`config.mk`:
```
export PLATFORM = sky130hd
export DESIGN_NAME = fp_slice_top
export DESIGN_NICKNAME = d
export VERILOG_FILES = /design/src/rtl/fp_slice_pkg.sv /design/src/rtl/lane_req_if.sv /design/src/rtl/lane_rsp_if.sv /design/src/rtl/slice_operand_stage.sv /design/src/rtl/sgnj_minmax_lane.sv /design/src/rtl/slice_result_stage.sv /design/src/rtl/fp_slice_top.sv
export SDC_FILE = /design/constraint.sdc
export NUM_CORES = 1
export LEC_CHECK = 0
export ABC_AREA = 1
export BUFFER_PORTS_ARGS = -buffer_cell sky130_fd_sc_hd__buf_2
export CORE_MARGIN = 2
export CORE_UTILIZATION = 60
export DETAILED_ROUTE_END_ITERATION = 8
export PLACE_DENSITY_LB_ADDON = 0.1
export SLEW_MARGIN = 20
export SYNTH_ARGS = -nofsm -noshare
export SYNTH_HDL_FRONTEND = slang
export SYNTH_SLANG_ARGS = --single-unit
```
`constraint.sdc`:
```
create_clock -name clk_i -period 6.79 [get_ports clk_i]
set_clock_uncertainty 0.2 [all_clocks]
set_input_delay 1.358 -clock clk_i [delete_from_list [all_inputs] [get_ports clk_i]]
set_output_delay 1.358 -clock clk_i [all_outputs]
set_load 0.05 [all_outputs]
```
`src/rtl/fp_slice_pkg.sv`:
```
// --------------------
// Shared definitions for the two-lane FP slice
// Widths, vector types, encodings and the canonical NaN values
// used by the operand stage, the lanes and the result stage
// --------------------

`default_nettype none

package fp_slice_pkg;

  // Slice geometry
  localparam int unsigned WIDTH     = 32;
  localparam int unsigned NUM_LANES = 2;
  localparam int unsigned FP16_BITS = 16;

  // Bit position of the invalid flag in the status vector
  localparam int unsigned STATUS_NV = 4;

  typedef logic [WIDTH-1:0]     word_t;
  typedef logic [FP16_BITS-1:0] half_t;
  typedef logic [3:0]           tag_t;
  typedef logic [NUM_LANES-1:0] mask_t;

  // Order is NV, DZ, OF, UF, NX
  typedef logic [4:0] status_t;

  typedef enum logic {
    FP32 = 1'b0,
    FP16 = 1'b1
  } fmt_e;

  typedef enum logic {
    SGNJ   = 1'b0,
    MINMAX = 1'b1
  } op_e;

  // Rounding mode, reused as the operation modifier
  // SGNJ: RNE copies sign of b, RTZ inverts it, RDN xors both signs
  // MINMAX: RTZ selects max, anything else selects min
  typedef enum logic [2:0] {
    RNE = 3'b000,
    RTZ = 3'b001,
    RDN = 3'b010,
    RUP = 3'b011,
    RMM = 3'b100
  } roundmode_e;

  // Canonical quiet NaNs
  localparam word_t CANON_NAN32 = 32'h7FC0_0000;
  localparam half_t CANON_NAN16 = 16'h7E00;

endpackage

`default_nettype wire

```
`src/rtl/lane_req_if.sv`:
```
// --------------------
// Request bundle from the operand stage to the lanes
// Lane 0 returns the ready for both lanes
// --------------------

`default_nettype none

interface lane_req_if;

  logic                        valid;
  logic                        ready;
  // Per-lane operands, lane 1 only uses the low half
  fp_slice_pkg::word_t         operand_a [fp_slice_pkg::NUM_LANES];
  fp_slice_pkg::word_t         operand_b [fp_slice_pkg::NUM_LANES];
  logic [fp_slice_pkg::NUM_LANES-1:0] lane_active;
  fp_slice_pkg::op_e           op;
  fp_slice_pkg::roundmode_e    rnd_mode;
  fp_slice_pkg::fmt_e          fmt;
  logic                        vectorial;
  fp_slice_pkg::mask_t         mask;
  fp_slice_pkg::tag_t          tag;

  modport src (
    output valid, operand_a, operand_b, lane_active, op, rnd_mode, fmt,
           vectorial, mask, tag,
    input  ready
  );

  modport lane (
    input  valid, operand_a, operand_b, lane_active, op, rnd_mode, fmt,
           vectorial, mask, tag,
    output ready
  );

endinterface

`default_nettype wire

```
`src/rtl/lane_rsp_if.sv`:
```
// --------------------
// Response bundle from the lanes to the result stage
// Lane 0 alone carries valid and the auxiliary data
// --------------------

`default_nettype none

interface lane_rsp_if;

  // One element per lane
  fp_slice_pkg::word_t result   [fp_slice_pkg::NUM_LANES];
  logic                nv       [fp_slice_pkg::NUM_LANES];
  logic                mask_bit [fp_slice_pkg::NUM_LANES];

  // Auxiliary data from lane 0
  logic                valid;
  fp_slice_pkg::fmt_e  fmt;
  logic                vectorial;
  fp_slice_pkg::tag_t  tag;

  logic                ready;

  modport lane (
    output result, nv, mask_bit, valid, fmt, vectorial, tag,
    input  ready
  );

  modport sink (
    input  result, nv, mask_bit, valid, fmt, vectorial, tag,
    output ready
  );

endinterface

`default_nettype wire

```
`src/rtl/slice_operand_stage.sv`:
```
// --------------------
// Operand register stage
// Slices both operands into per-lane words by format and
// decides which lanes take part in the operation
// --------------------

`default_nettype none

module slice_operand_stage (
  input  logic                     clk_i,
  input  logic                     reset_i,
  input  logic                     in_valid_i,
  input  logic                     flush_i,
  input  fp_slice_pkg::word_t      operand_a_i,
  input  fp_slice_pkg::word_t      operand_b_i,
  input  fp_slice_pkg::op_e        op_i,
  input  fp_slice_pkg::roundmode_e rnd_mode_i,
  input  fp_slice_pkg::fmt_e       fmt_i,
  input  logic                     vectorial_op_i,
  input  fp_slice_pkg::mask_t      simd_mask_i,
  input  fp_slice_pkg::tag_t       tag_i,
  output logic                     in_ready_o,
  lane_req_if.src                  req
);

  logic valid_q;
  logic vec_fp16;
  logic load;

  // Vector mode only exists for FP16, FP32 always runs scalar
  assign vec_fp16   = vectorial_op_i & (fmt_i == fp_slice_pkg::FP16);
  assign in_ready_o = req.ready | ~valid_q;
  assign load       = in_ready_o & in_valid_i;
  assign req.valid  = valid_q;

  always_ff @(posedge clk_i) begin
    if (reset_i) begin
      valid_q <= 1'b0;
    end else if (flush_i) begin
      valid_q <= 1'b0;
    end else if (in_ready_o) begin
      valid_q <= in_valid_i;
    end
  end

  // --------------------
  // Lane slicing
  // --------------------
  always_ff @(posedge clk_i) begin
    if (load) begin
      if (fmt_i == fp_slice_pkg::FP32) begin
        req.operand_a[0] <= operand_a_i;
        req.operand_b[0] <= operand_b_i;
      end else begin
        req.operand_a[0] <= fp_slice_pkg::word_t'(operand_a_i[fp_slice_pkg::FP16_BITS-1:0]);
        req.operand_b[0] <= fp_slice_pkg::word_t'(operand_b_i[fp_slice_pkg::FP16_BITS-1:0]);
      end
      // Upper FP16 element always goes to lane 1
      req.operand_a[1] <= fp_slice_pkg::word_t'(operand_a_i[fp_slice_pkg::WIDTH-1 -:
                                                            fp_slice_pkg::FP16_BITS]);
      req.operand_b[1] <= fp_slice_pkg::word_t'(operand_b_i[fp_slice_pkg::WIDTH-1 -:
                                                            fp_slice_pkg::FP16_BITS]);
      req.lane_active  <= {vec_fp16, 1'b1};
      req.op           <= op_i;
      req.rnd_mode     <= rnd_mode_i;
      req.fmt          <= fmt_i;
      req.vectorial    <= vec_fp16;
      req.mask         <= simd_mask_i;
      req.tag          <= tag_i;
    end
  end

  // Upstream keeps its request up until it is taken
  a_in_valid_hold: assert property (@(posedge clk_i) disable iff (reset_i)
    in_valid_i && !in_ready_o && !flush_i |=> in_valid_i);

endmodule

`default_nettype wire

```
`src/rtl/sgnj_minmax_lane.sv`:
```
// --------------------
// One SIMD lane of the non-computational group
// Sign injection and min/max in FP32 or FP16, one register stage
// Lane 0 carries the handshake and the auxiliary data
// --------------------

`default_nettype none

module sgnj_minmax_lane #(
  parameter int unsigned Lane = 0
) (
  input  logic      clk_i,
  input  logic      reset_i,
  input  logic      flush_i,
  lane_req_if.lane  req,
  lane_rsp_if.lane  rsp
);

  // Returns {is_nan, is_snan} for a value left-aligned in 32 bits
  function automatic logic [1:0] nan_class(input fp_slice_pkg::word_t n, input logic half);
    logic nan;
    logic quiet;
    if (half) begin
      nan   = (n[30:26] == 5'h1F) && (n[25:16] != '0);
      quiet = n[25];
    end else begin
      nan   = (n[30:23] == 8'hFF) && (n[22:0] != '0);
      quiet = n[22];
    end
    return {nan, nan & ~quiet};
  endfunction

  logic                is_half;
  fp_slice_pkg::half_t a_h;
  fp_slice_pkg::half_t b_h;
  fp_slice_pkg::word_t a_n;
  fp_slice_pkg::word_t b_n;
  fp_slice_pkg::word_t canon_n;
  fp_slice_pkg::word_t res_n;
  fp_slice_pkg::word_t res_d;
  fp_slice_pkg::word_t result_q;
  logic [1:0]          a_cls;
  logic [1:0]          b_cls;
  logic                a_lt_b;
  logic                sign_res;
  logic                nv_d;
  logic                nv_q;
  logic                mask_q;
  logic                load;

  assign is_half = (Lane == 1) || (req.fmt == fp_slice_pkg::FP16);
  assign a_h     = req.operand_a[Lane][fp_slice_pkg::FP16_BITS-1:0];
  assign b_h     = req.operand_b[Lane][fp_slice_pkg::FP16_BITS-1:0];

  // FP16 is moved to the top so both formats share sign and ordering logic
  assign a_n     = is_half ? {a_h, {fp_slice_pkg::FP16_BITS{1'b0}}} : req.operand_a[Lane];
  assign b_n     = is_half ? {b_h, {fp_slice_pkg::FP16_BITS{1'b0}}} : req.operand_b[Lane];
  assign canon_n = is_half ? {fp_slice_pkg::CANON_NAN16, {fp_slice_pkg::FP16_BITS{1'b0}}}
                           : fp_slice_pkg::CANON_NAN32;
  assign a_cls   = nan_class(a_n, is_half);
  assign b_cls   = nan_class(b_n, is_half);

  // Sign-magnitude ordering, -0 sorts below +0
  always_comb begin
    if (a_n[31] != b_n[31]) begin
      a_lt_b = a_n[31];
    end else if (a_n[31]) begin
      a_lt_b = a_n[30:0] > b_n[30:0];
    end else begin
      a_lt_b = a_n[30:0] < b_n[30:0];
    end
  end

  always_comb begin
    case (req.rnd_mode)
      fp_slice_pkg::RTZ: sign_res = ~b_n[31];
      fp_slice_pkg::RDN: sign_res = a_n[31] ^ b_n[31];
      default:           sign_res = b_n[31];
    endcase
  end

  // --------------------
  // Operation select
  // --------------------
  always_comb begin
    nv_d  = 1'b0;
    res_n = a_n;
    case (req.op)
      fp_slice_pkg::SGNJ: begin
        res_n = {sign_res, a_n[30:0]};
      end
      fp_slice_pkg::MINMAX: begin
        nv_d = a_cls[0] | b_cls[0];
        if (a_cls[1] && b_cls[1]) begin
          res_n = canon_n;
        end else if (a_cls[1]) begin
          res_n = b_n;
        end else if (b_cls[1]) begin
          res_n = a_n;
        end else if (req.rnd_mode == fp_slice_pkg::RTZ) begin
          res_n = a_lt_b ? b_n : a_n;
        end else begin
          res_n = a_lt_b ? a_n : b_n;
        end
      end
    endcase
  end

  // Back to the lane's own alignment
  assign res_d = is_half ? fp_slice_pkg::word_t'(res_n[31 -: fp_slice_pkg::FP16_BITS]) : res_n;
  assign load  = req.valid & req.ready;

  always_ff @(posedge clk_i) begin
    if (load) begin
      result_q <= res_d;
      nv_q     <= nv_d & req.lane_active[Lane];
      mask_q   <= req.mask[Lane];
    end
  end

  assign rsp.result[Lane]   = result_q;
  assign rsp.nv[Lane]       = nv_q;
  assign rsp.mask_bit[Lane] = mask_q;

  if (Lane == 0) begin : g_ctrl
    logic               valid_q;
    fp_slice_pkg::fmt_e fmt_q;
    logic               vec_q;
    fp_slice_pkg::tag_t tag_q;

    assign req.ready = rsp.ready | ~valid_q;

    always_ff @(posedge clk_i) begin
      if (reset_i) begin
        valid_q <= 1'b0;
      end else if (flush_i) begin
        valid_q <= 1'b0;
      end else if (req.ready) begin
        valid_q <= req.valid;
      end
    end

    always_ff @(posedge clk_i) begin
      if (load) begin
        fmt_q <= req.fmt;
        vec_q <= req.vectorial;
        tag_q <= req.tag;
      end
    end

    assign rsp.valid     = valid_q;
    assign rsp.fmt       = fmt_q;
    assign rsp.vectorial = vec_q;
    assign rsp.tag       = tag_q;
  end else begin : g_upper
    // Upper lane only ever runs for vector FP16
    a_upper_fp16: assert property (@(posedge clk_i) disable iff (reset_i)
      req.valid && req.lane_active[Lane] |->
        (req.fmt == fp_slice_pkg::FP16) && req.vectorial);
  end

endmodule

`default_nettype wire

```
`src/rtl/slice_result_stage.sv`:
```
// --------------------
// Result register stage
// Packs lane results by format, NaN-boxes scalar FP16
// and folds the masked lane flags into one status
// --------------------

`default_nettype none

module slice_result_stage (
  input  logic                  clk_i,
  input  logic                  reset_i,
  input  logic                  flush_i,
  input  logic                  out_ready_i,
  lane_rsp_if.sink              rsp,
  output fp_slice_pkg::word_t   result_o,
  output fp_slice_pkg::status_t status_o,
  output fp_slice_pkg::tag_t    tag_o,
  output logic                  out_valid_o
);

  fp_slice_pkg::half_t   lo_h;
  fp_slice_pkg::half_t   hi_h;
  fp_slice_pkg::word_t   packed_d;
  fp_slice_pkg::status_t status_d;
  logic                  nv_any;

  assign rsp.ready = out_ready_i | ~out_valid_o;
  assign lo_h      = rsp.result[0][fp_slice_pkg::FP16_BITS-1:0];
  assign hi_h      = rsp.result[1][fp_slice_pkg::FP16_BITS-1:0];

  always_comb begin
    if (rsp.fmt == fp_slice_pkg::FP32) begin
      packed_d = rsp.result[0];
    end else if (rsp.vectorial) begin
      packed_d = {hi_h, lo_h};
    end else begin
      // Scalar FP16 NaN-boxed
      packed_d = {{fp_slice_pkg::FP16_BITS{1'b1}}, lo_h};
    end
  end

  // Lanes with a cleared mask bit do not report
  always_comb begin
    nv_any   = 1'b0;
    status_d = '0;
    for (int i = 0; i < int'(fp_slice_pkg::NUM_LANES); i++) begin
      nv_any = nv_any | (rsp.nv[i] & rsp.mask_bit[i]);
    end
    status_d[fp_slice_pkg::STATUS_NV] = nv_any;
  end

  always_ff @(posedge clk_i) begin
    if (reset_i) begin
      out_valid_o <= 1'b0;
    end else if (flush_i) begin
      out_valid_o <= 1'b0;
    end else if (rsp.ready) begin
      out_valid_o <= rsp.valid;
    end
  end

  always_ff @(posedge clk_i) begin
    if (rsp.ready && rsp.valid) begin
      result_o <= packed_d;
      status_o <= status_d;
      tag_o    <= rsp.tag;
    end
  end

  // Output holds while the consumer stalls
  a_out_hold: assert property (@(posedge clk_i) disable iff (reset_i)
    out_valid_o && !out_ready_i && !flush_i |=> $stable(out_valid_o) && $stable(result_o));

endmodule

`default_nettype wire

```
`src/rtl/fp_slice_top.sv`:
```
// --------------------
// Two-lane multi-format FP slice, SGNJ and MINMAX
// Operand stage, two lanes and result stage, three cycles deep
// --------------------

`default_nettype none

module fp_slice_top (
  input  logic                     clk_i,
  input  logic                     reset_i,
  input  logic                     in_valid_i,
  input  logic                     out_ready_i,
  input  logic                     flush_i,
  input  fp_slice_pkg::word_t      operand_a_i,
  input  fp_slice_pkg::word_t      operand_b_i,
  input  fp_slice_pkg::op_e        op_i,
  input  fp_slice_pkg::roundmode_e rnd_mode_i,
  input  fp_slice_pkg::fmt_e       fmt_i,
  input  logic                     vectorial_op_i,
  input  fp_slice_pkg::mask_t      simd_mask_i,
  input  fp_slice_pkg::tag_t       tag_i,
  output logic                     in_ready_o,
  output fp_slice_pkg::word_t      result_o,
  output fp_slice_pkg::status_t    status_o,
  output fp_slice_pkg::tag_t       tag_o,
  output logic                     out_valid_o
);

  lane_req_if req_if ();
  lane_rsp_if rsp_if ();

  slice_operand_stage u_operand_stage (
    .clk_i          (clk_i),
    .reset_i        (reset_i),
    .in_valid_i     (in_valid_i),
    .flush_i        (flush_i),
    .operand_a_i    (operand_a_i),
    .operand_b_i    (operand_b_i),
    .op_i           (op_i),
    .rnd_mode_i     (rnd_mode_i),
    .fmt_i          (fmt_i),
    .vectorial_op_i (vectorial_op_i),
    .simd_mask_i    (simd_mask_i),
    .tag_i          (tag_i),
    .in_ready_o     (in_ready_o),
    .req            (req_if.src)
  );

  // Lane 0 owns the handshake, lane 1 follows in lockstep
  for (genvar i = 0; i < int'(fp_slice_pkg::NUM_LANES); i++) begin : g_lane
    sgnj_minmax_lane #(
      .Lane (i)
    ) u_lane (
      .clk_i   (clk_i),
      .reset_i (reset_i),
      .flush_i (flush_i),
      .req     (req_if.lane),
      .rsp     (rsp_if.lane)
    );
  end

  slice_result_stage u_result_stage (
    .clk_i       (clk_i),
    .reset_i     (reset_i),
    .flush_i     (flush_i),
    .out_ready_i (out_ready_i),
    .rsp         (rsp_if.sink),
    .result_o    (result_o),
    .status_o    (status_o),
    .tag_o       (tag_o),
    .out_valid_o (out_valid_o)
  );

endmodule

`default_nettype wire

```
==> flow_summary.toml, run 1 <==
[status]
outcome = "completed"

[floorplanning]
die-area_um2 = 18970
ios = 124
fp-row-count = 48
fp.dieH_um = 137.7
die_w_um = 137.7
core_area_um2 = 17420
initial_core_util_pct = 61.61

[layout]
layout.nets = 1339
syn_to_final_growth_pct = 12.35
diodes = 0
final_common_cell = "nand2_1"
layout_common_cells = "238 x nand2_1, 203 x edfxtp_1, 142 x inv_1, 119 x buf_2, 101 x nor2_1"
drive_gt1_share_pct = 15.03
fillers = 1382

[global_route]
grt_max_degree = 72
grt_pass1_wl_mm = 42.42
grt_util_all_layers_pct = 30.46
antenna_found_initial = 0
grt.overflow.total = 0
grt_pass1_vias = 7629

[sta]
rsz0062_at_grt = "false"
layout_min_cycle_time_ns = 5.040
setup_violations = 0
slew_headroom_pct = 42.34
tightest_slew_ns = 0.8649
tns_ns = 0
drv_slew = 0
hold_viol = 0
max_freq_ghz = 0.1984
finalCritPeriodShare_pct = 74.22

[placed_design]
io_buffers = 119
gp_congestion = 0.9916
dp_hpwl_mm = 20.96

[hold_path]
hp-class = "flip-flop to flip-flop"

[job]
drv_cap = 0

[worst_setup_path]
critPathKind = "flip-flop to flip-flop"
critPathArrivalTime_ns = 5.09
crit_start = "u_operand_stage.req.fmt"
cp-start-kind = "flip-flop"
r2r_cells = 23
regToRegStartpoint = "u_operand_stage.req.fmt"
cp_max_fo = 71
end_kind = "flip-flop"
worstPathRequired_ns = 6.84
reg2reg_to = "g_lane[0].u_lane.result_q[13]"
rrSetupSlack_ns = 1.75
crit_path_end = "g_lane[0].u_lane.result_q[13]"

[clock_network]
cts_hold_buf = 0
cts.sinks = 206
h-tree-depth = 1
cts_setup_buffers = 0
cts.path.max_buffers = 3
root_buffer = "clkbuf_16"
cts-resized-gates = 0
clk_pin_slew_ns = 0.06
cts_tree = "built"
cts_buffers = 22
clock_latency_ns = 0.53

[routing]
wl_mm = 28.36
firstDrtPassIters = 6
ant_nets = 0
drt_iter0_drc = 1030
vias_per_cell = 5.705
vias = 8306
drcViolationCount = 0
wl_per_cell_um = 19.48

[yosys]
ys_top_cells_by_area = "edfxtp_1 57%, nand2_1 8.3%, inv_1 5.0%"
netlist_area_um2 = 10730
ys.warnings.count = 0
ys_seq_area_share_pct = 57.37
ys_types = 42
synth_top_area_cell = "edfxtp_1"
ys_ff_latch = 206
syn-instance-count = 1113
postSynthAreaPerCell_um2 = 9.641
yosysTopAreaCellShare_pct = 56.81

[power]
power-per-cell-area_nw_per_um2 = 267.9
p_leak_uw = 0.005322
fin_total_pwr_uw = 3229
peakVddDrop_uv = 236.1
==> metrics by stage <==
| stage | cells | instance area (µm²) | setup WS, ns | util (%) | hold WS (ns) |
|---|---|---|---|---|---|
| 5_1_grt | 1456 | 12060 | 1.098 | 69.22 | 0.2088 |
| 3_5_place_dp | 1416 | 11360 | 1.937 | 65.25 | 0.2045 |
| 3_3_place_gp | 1416 | 11360 | 1.997 | 65.25 | 0.2008 |
| 6_report | 1456 | 12060 | 1.750 | 69.22 | 0.1979 |
| 2_1_floorplan | 1116 | 10740 | 2.007 | - | 0.2003 |
| 4_1_cts | 1455 | 12030 | 1.902 | 69.06 | 0.1957 |
==> cell type report <==
class,count,area (µm²),share of cell area [%]
tap,225,281.5,2.335
clock buffer,25,561.8,4.660
inverter,150,568.0,4.712
clock inverter,14,101.3,0.8407
timing repair buffer,127,675.6,5.605
sequential,206,6156,51.06
multi-input combinational,709,3711,30.78
==> routing by layer <==
metal  track usage (%)  up-vias  wire (µm)
met3             5.923       60       2957
met4             10.26        2        841
met2             46.13      459      12650
met1             44.15     3751      11860
li1                  -     4034          -
met5             1.944        -         54
==> kinds of logic after synthesis <==
family                     count (synthesis)  share of synthesized area [%]
AOI/OAI and AO/OA                        177                          9.678
adders and majority gates                 42                          4.897
buffers and inverters                    201                          8.256
DFF                                      206                          57.37
other                                      1                        0.03495
and+or+nand+nor                          486                          19.76
==> cell usage after synthesis <==
| master | count |
|---|---|
| o22ai_1 | 1 |
| nor2_2 | 4 |
| dfxtp_1 | 3 |
| nor3b_2 | 1 |
| a22oi_1 | 15 |
| a21oi_1 | 66 |
| o22a_1 | 16 |
| conb_1 | 1 |
| nand4_1 | 38 |
| a211oi_1 | 1 |
| nand2_2 | 4 |
| nor4_1 | 17 |
| or2_2 | 2 |
| nand3_4 | 1 |
| nand3_1 | 62 |
| buf_4 | 13 |
| inv_1 | 144 |
| clkbuf_1 | 18 |
| or2_0 | 1 |
| clkinv_1 | 1 |
| nand2_1 | 238 |
| o21ai_1 | 12 |
| and3_1 | 3 |
| a22o_1 | 1 |
| ha_1 | 42 |
| o21bai_1 | 1 |
| nor3_1 | 12 |
| inv_4 | 1 |
| o21ai_0 | 48 |
| buf_1 | 1 |
| nor2_1 | 101 |
| o211ai_1 | 3 |
| o21a_1 | 3 |
| or2_1 | 1 |
| o21ai_2 | 4 |
| buf_6 | 9 |
| o31ai_1 | 4 |
| edfxtp_1 | 203 |
| a21boi_0 | 2 |
| nand3_2 | 1 |
| buf_2 | 10 |
| inv_2 | 4 |
==> how the worst min path moves through the flow <==
stage / start / end / slack, ns / cells past startpoint
final: g_lane[0].u_lane.result_q[15] / u_result_stage.result_o[15] / 0.20 / 0
after global routing: g_lane[0].u_lane.result_q[15] / u_result_stage.result_o[15] / 0.21 / 0
after global placement: g_lane[0].u_lane.result_q[11] / u_result_stage.result_o[11] / 0.20 / 0
after floorplan: u_operand_stage.req.mask[0] / g_lane[0].u_lane.mask_q / 0.20 / 0
after detailed placement: g_lane[0].u_lane.result_q[14] / u_result_stage.result_o[14] / 0.20 / 0
after CTS: g_lane[0].u_lane.result_q[15] / u_result_stage.result_o[15] / 0.20 / 0
==> state kept, by name (all words and copies together), names as in the netlist <==
register	cells
g_lane.u_lane.result_q	48
u_operand_stage.req.operand_a	48
u_operand_stage.req.operand_b	48
u_result_stage.result_o	32
g_lane.u_lane.rsp.tag	4
u_operand_stage.req.tag	4
u_result_stage.tag_o	4
u_operand_stage.req.rnd_mode	3
g_lane.u_lane.mask_q	2
g_lane.u_lane.nv_q	2
u_operand_stage.req.mask	2
g_lane.u_lane.rsp.fmt	1
g_lane.u_lane.rsp.valid	1
g_lane.u_lane.rsp.vectorial	1
u_operand_stage.req.fmt	1
u_operand_stage.req.op	1
u_operand_stage.req.valid	1
u_operand_stage.req.vectorial	1
u_result_stage.out_valid_o	1
u_result_stage.status_o	1
==> critical path: stages (launching register included) <==
cell	delay, ns
edfxtp_1	0.36
buf_4	0.57
buf_4	0.49
nand2_1	0.09
o21ai_0	0.16
inv_1	0.15
ha_1	0.30
nand2_1	0.06
nor2_1	0.17
nand4_1	0.13
nor4_1	0.20
nand2_1	0.09
nand2_1	0.08
nand2_1	0.06
nand2_1	0.08
nand2_1	0.07
nand2_2	0.39
nand3_4	0.44
nand2_1	0.18
nand3_1	0.09
nand2_1	0.09
nand2_1	0.09
nand2_1	0.07
nand2_1	0.07
==> power breakdown <==
group	total [µW]	leakage [µW]	switching, µW	internal, µW
Clock	1090	0.000332	489	602
Sequential	1520	0.00198	35.3	1480
Combinational	617	0.00301	435	182
Total	3230	0.00532	959	2270
No activity file was read; power rests on OpenSTA's default activity.
==> run 2, diff against run 1 <==
--- a/config.mk
+++ b/config.mk
@@ -5,10 +5,10 @@
 export SDC_FILE = /design/constraint.sdc
 export NUM_CORES = 1
 export LEC_CHECK = 0
-export ABC_AREA = 1
+export ABC_AREA = 0
 export BUFFER_PORTS_ARGS = -buffer_cell sky130_fd_sc_hd__buf_2
 export CORE_MARGIN = 2
-export CORE_UTILIZATION = 60
+export CORE_UTILIZATION = 58
 export DETAILED_ROUTE_END_ITERATION = 8
 export PLACE_DENSITY_LB_ADDON = 0.1
 export SLEW_MARGIN = 20
==> constraint.sdc (replaced) <==
create_clock -name clk_i -period 5 [get_ports clk_i]
set_clock_uncertainty 0.2 [all_clocks]
set_input_delay 1 -clock clk_i [delete_from_list [all_inputs] [get_ports clk_i]]
set_output_delay 1 -clock clk_i [all_outputs]
set_load 0.05 [all_outputs]
==> flow_summary.toml, run 2 <==
[yosys]
ys_ff_latch = 206
ys_top_cells_by_area = "edfxtp_1 62%, ha_1 5.4%, nor2b_1 3.1%"
syn-instance-count = 708
post-synth-top-count-cell = "edfxtp_1"
yosysTopAreaCellShare_pct = 62.34
async_flop_share_pct = 0
synthTopCellsByCount = "203 x edfxtp_1, 48 x nor2b_1, 42 x ha_1, 33 x nand2_1, 28 x nor2_1"
ys_seq_area_share_pct = 62.96
ys.warnings.count = 0
ys_types = 75
netlist_area_um2 = 9778
postSynthAreaPerCell_um2 = 13.81
synth_edf_count = 203
synth_top_area_cell = "edfxtp_1"
synth_top_flop_cell = "edfxtp_1"

[worst_setup_path]
cp-start-kind = "flip-flop"
rrSetupSlack_ns = 0.66
r2r_cells = 12
reg2reg_to = "g_lane[0].u_lane.result_q[15]"
critPathArrivalTime_ns = 4.47
slowest_delay_ns = 0.52
cp_slowest_cell = "a221oi_1"
cp.buffers_inverters = 2
regToRegStartpoint = "u_operand_stage.req.fmt"
critPathKind = "flip-flop to flip-flop"
crit_family = "compound AO/OA/AOI/OAI gates"
crit_chain = "buf_12 -> mux2_2 -> ha_1 -> a21o_1 -> a221oi_1 -> o311a_1 -> nand4_2 -> a21oi_2 -> mux2i_2 -> buf_4 -> a32oi_1 -> mux2i_1"
cp_max_fo = 63
end_kind = "flip-flop"
worstPathRequired_ns = 5.12

[sta]
drv_slew = 0
finalCritPeriodShare_pct = 86.81
slew_headroom_pct = 38.40
hold_ws_ns = 0.2118
tns_ns = 0
setup_violations = 0
max_freq_ghz = 0.2304
layout_min_cycle_time_ns = 4.340
rsz0062_at_grt = "false"
hold_viol = 0
tightest_slew_ns = 0.9240

[floorplanning]
ios = 124
die_w_um = 133.8
core_area_um2 = 16520
fp-row-count = 47
die-area_um2 = 17910
initial_core_util_pct = 59.17
fp.dieH_um = 133.8

[routing]
wl_mm = 24.99
firstDrtPassIters = 5
vias = 6663
wl_per_cell_um = 23.18
drt_iter0_drc = 569
drcViolationCount = 0
ant_nets = 0
vias_per_cell = 6.181

[job]
drv_cap = 0

[layout]
largest_registers = "g_lane.u_lane.result_q: 48 flops, u_operand_stage.req.operand_a: 48 flops, u_operand_stage.req.operand_b: 48 flops"
layout.nets = 966
drive_gt1_share_pct = 24.13
diodes = 0
final_core_util_pct = 69.07
syn_to_final_growth_pct = 16.72
layout_common_cells = "203 x edfxtp_1, 119 x buf_2, 47 x nor2b_1, 42 x ha_1, 33 x nand2_1"
fin_cells = 1078
fillers = 1160
final_common_cell = "edfxtp_1"

[clock_network]
root_buffer = "clkbuf_16"
clk_pin_slew_ns = 0.06
h-tree-depth = 1
clock_latency_ns = 0.51
cts.sinks = 206
cts_tree = "built"
cts_buffers = 22
cts.path.max_buffers = 3
cts_setup_buffers = 0
cts-resized-gates = 0
cts_hold_buf = 0

[global_route]
grt.overflow.total = 0
use_met2_pct = 45.53
grtUsageMet3_pct = 4.006
grt_max_degree = 87
grt_pass1_vias = 6576
busiest_layer = "met2"
antenna_found_initial = 0
grt_pass1_wl_mm = 37.65
grt.met1_usage_pct = 41.16
grt_util_all_layers_pct = 27.97

[placed_design]
placed_cells = 1037
dp_hpwl_mm = 18.12
gp_congestion = 0.9361
io_buffers = 119

[hold_path]
hold_depth = 0
hp-class = "flip-flop to flip-flop"
min_to = "u_result_stage.result_o[5]"
holdCritStartpoint = "g_lane[0].u_lane.result_q[5]"

[power]
peakVddDrop_uv = 348.6
p_leak_uw = 0.004395
power-per-cell-area_nw_per_um2 = 381.0

[status]
outcome = "completed"
run 2: worst reg2reg max path: cells and delay by family (launching register included):
kind	cells	cell delay [ns]
fa+ha+maj	1	0.29
flops	1	0.38
mux	3	1.12
simple gates	1	0.21
buf+inv	2	0.53
compound gates	5	1.43
run 2: cells by family (layout without fill, tap and decap cells):
| kind of cell | Yosys count | after routing | synth area share [%] |
|---|---|---|---|
| compound gates | 163 | 163 | 12.86 |
| xor+xnor | 7 | 7 | 0.6270 |
| fa+ha+maj | 42 | 42 | 5.374 |
| buf+inv | 55 | 202 | 2.700 |
| flops | 206 | 206 | 62.96 |
| mux | 39 | 39 | 4.351 |
| other cells | 1 | 4 | 0.03835 |
| simple gates | 195 | 195 | 11.09 |
run 2: where the power goes:
part | switching [µW] | internal (µW)
logic | 363 | 274
clock network | 635 | 964
registers | 97.4 | 2010
total | 1100 | 3250
run 2: final cells by class:
type	count	area, µm²	share of cell area (%)
Sequential cell	206	6156	53.94
Multi-Input combinational cell	450	3391	29.71
Timing Repair Buffer	137	775.7	6.797
Clock buffer	26	565.5	4.955
Tap cell	220	275.3	2.412
Clock inverter	13	152.6	1.337
Inverter	26	97.59	0.8551
run 2: worst max path at each step:
stage	startpoint	endpoint	slack (ns)	cells after the start
after floorplan	out_ready_i	u_operand_stage.req.fmt	0.26	3
after global placement	u_operand_stage.req.fmt	g_lane[0].u_lane.result_q[15]	0.79	12
after detailed placement	u_operand_stage.req.fmt	g_lane[0].u_lane.result_q[13]	0.72	11
after CTS	u_operand_stage.req.fmt	g_lane[0].u_lane.result_q[27]	0.71	12
after global routing	u_operand_stage.req.fmt	g_lane[0].u_lane.result_q[15]	0.46	12
final	u_operand_stage.req.fmt	g_lane[0].u_lane.result_q[15]	0.66	12
run 2: layer usage:
layer | routed length [µm] | up-vias | part of all wire [%]
met2 | 11930 | 339 | 48
met3 | 1885 | 33 | 7.5
li1 | - | 3044 | -
met4 | 464 | 0 | 1.9
met1 | 10710 | 3247 | 43
met5 | 0 | - | 0
run 2: metrics by stage:
stage,power (µW),cell area (µm²),worst slack (ns)
6_report,4348,11410,0.6595
5_1_grt,4499,11410,0.4626
4_1_cts,4352,11370,0.7114
3_5_place_dp,2762,10650,0.7207
3_3_place_gp,2749,10650,0.7892
2_1_floorplan,2544,9789,0.2631
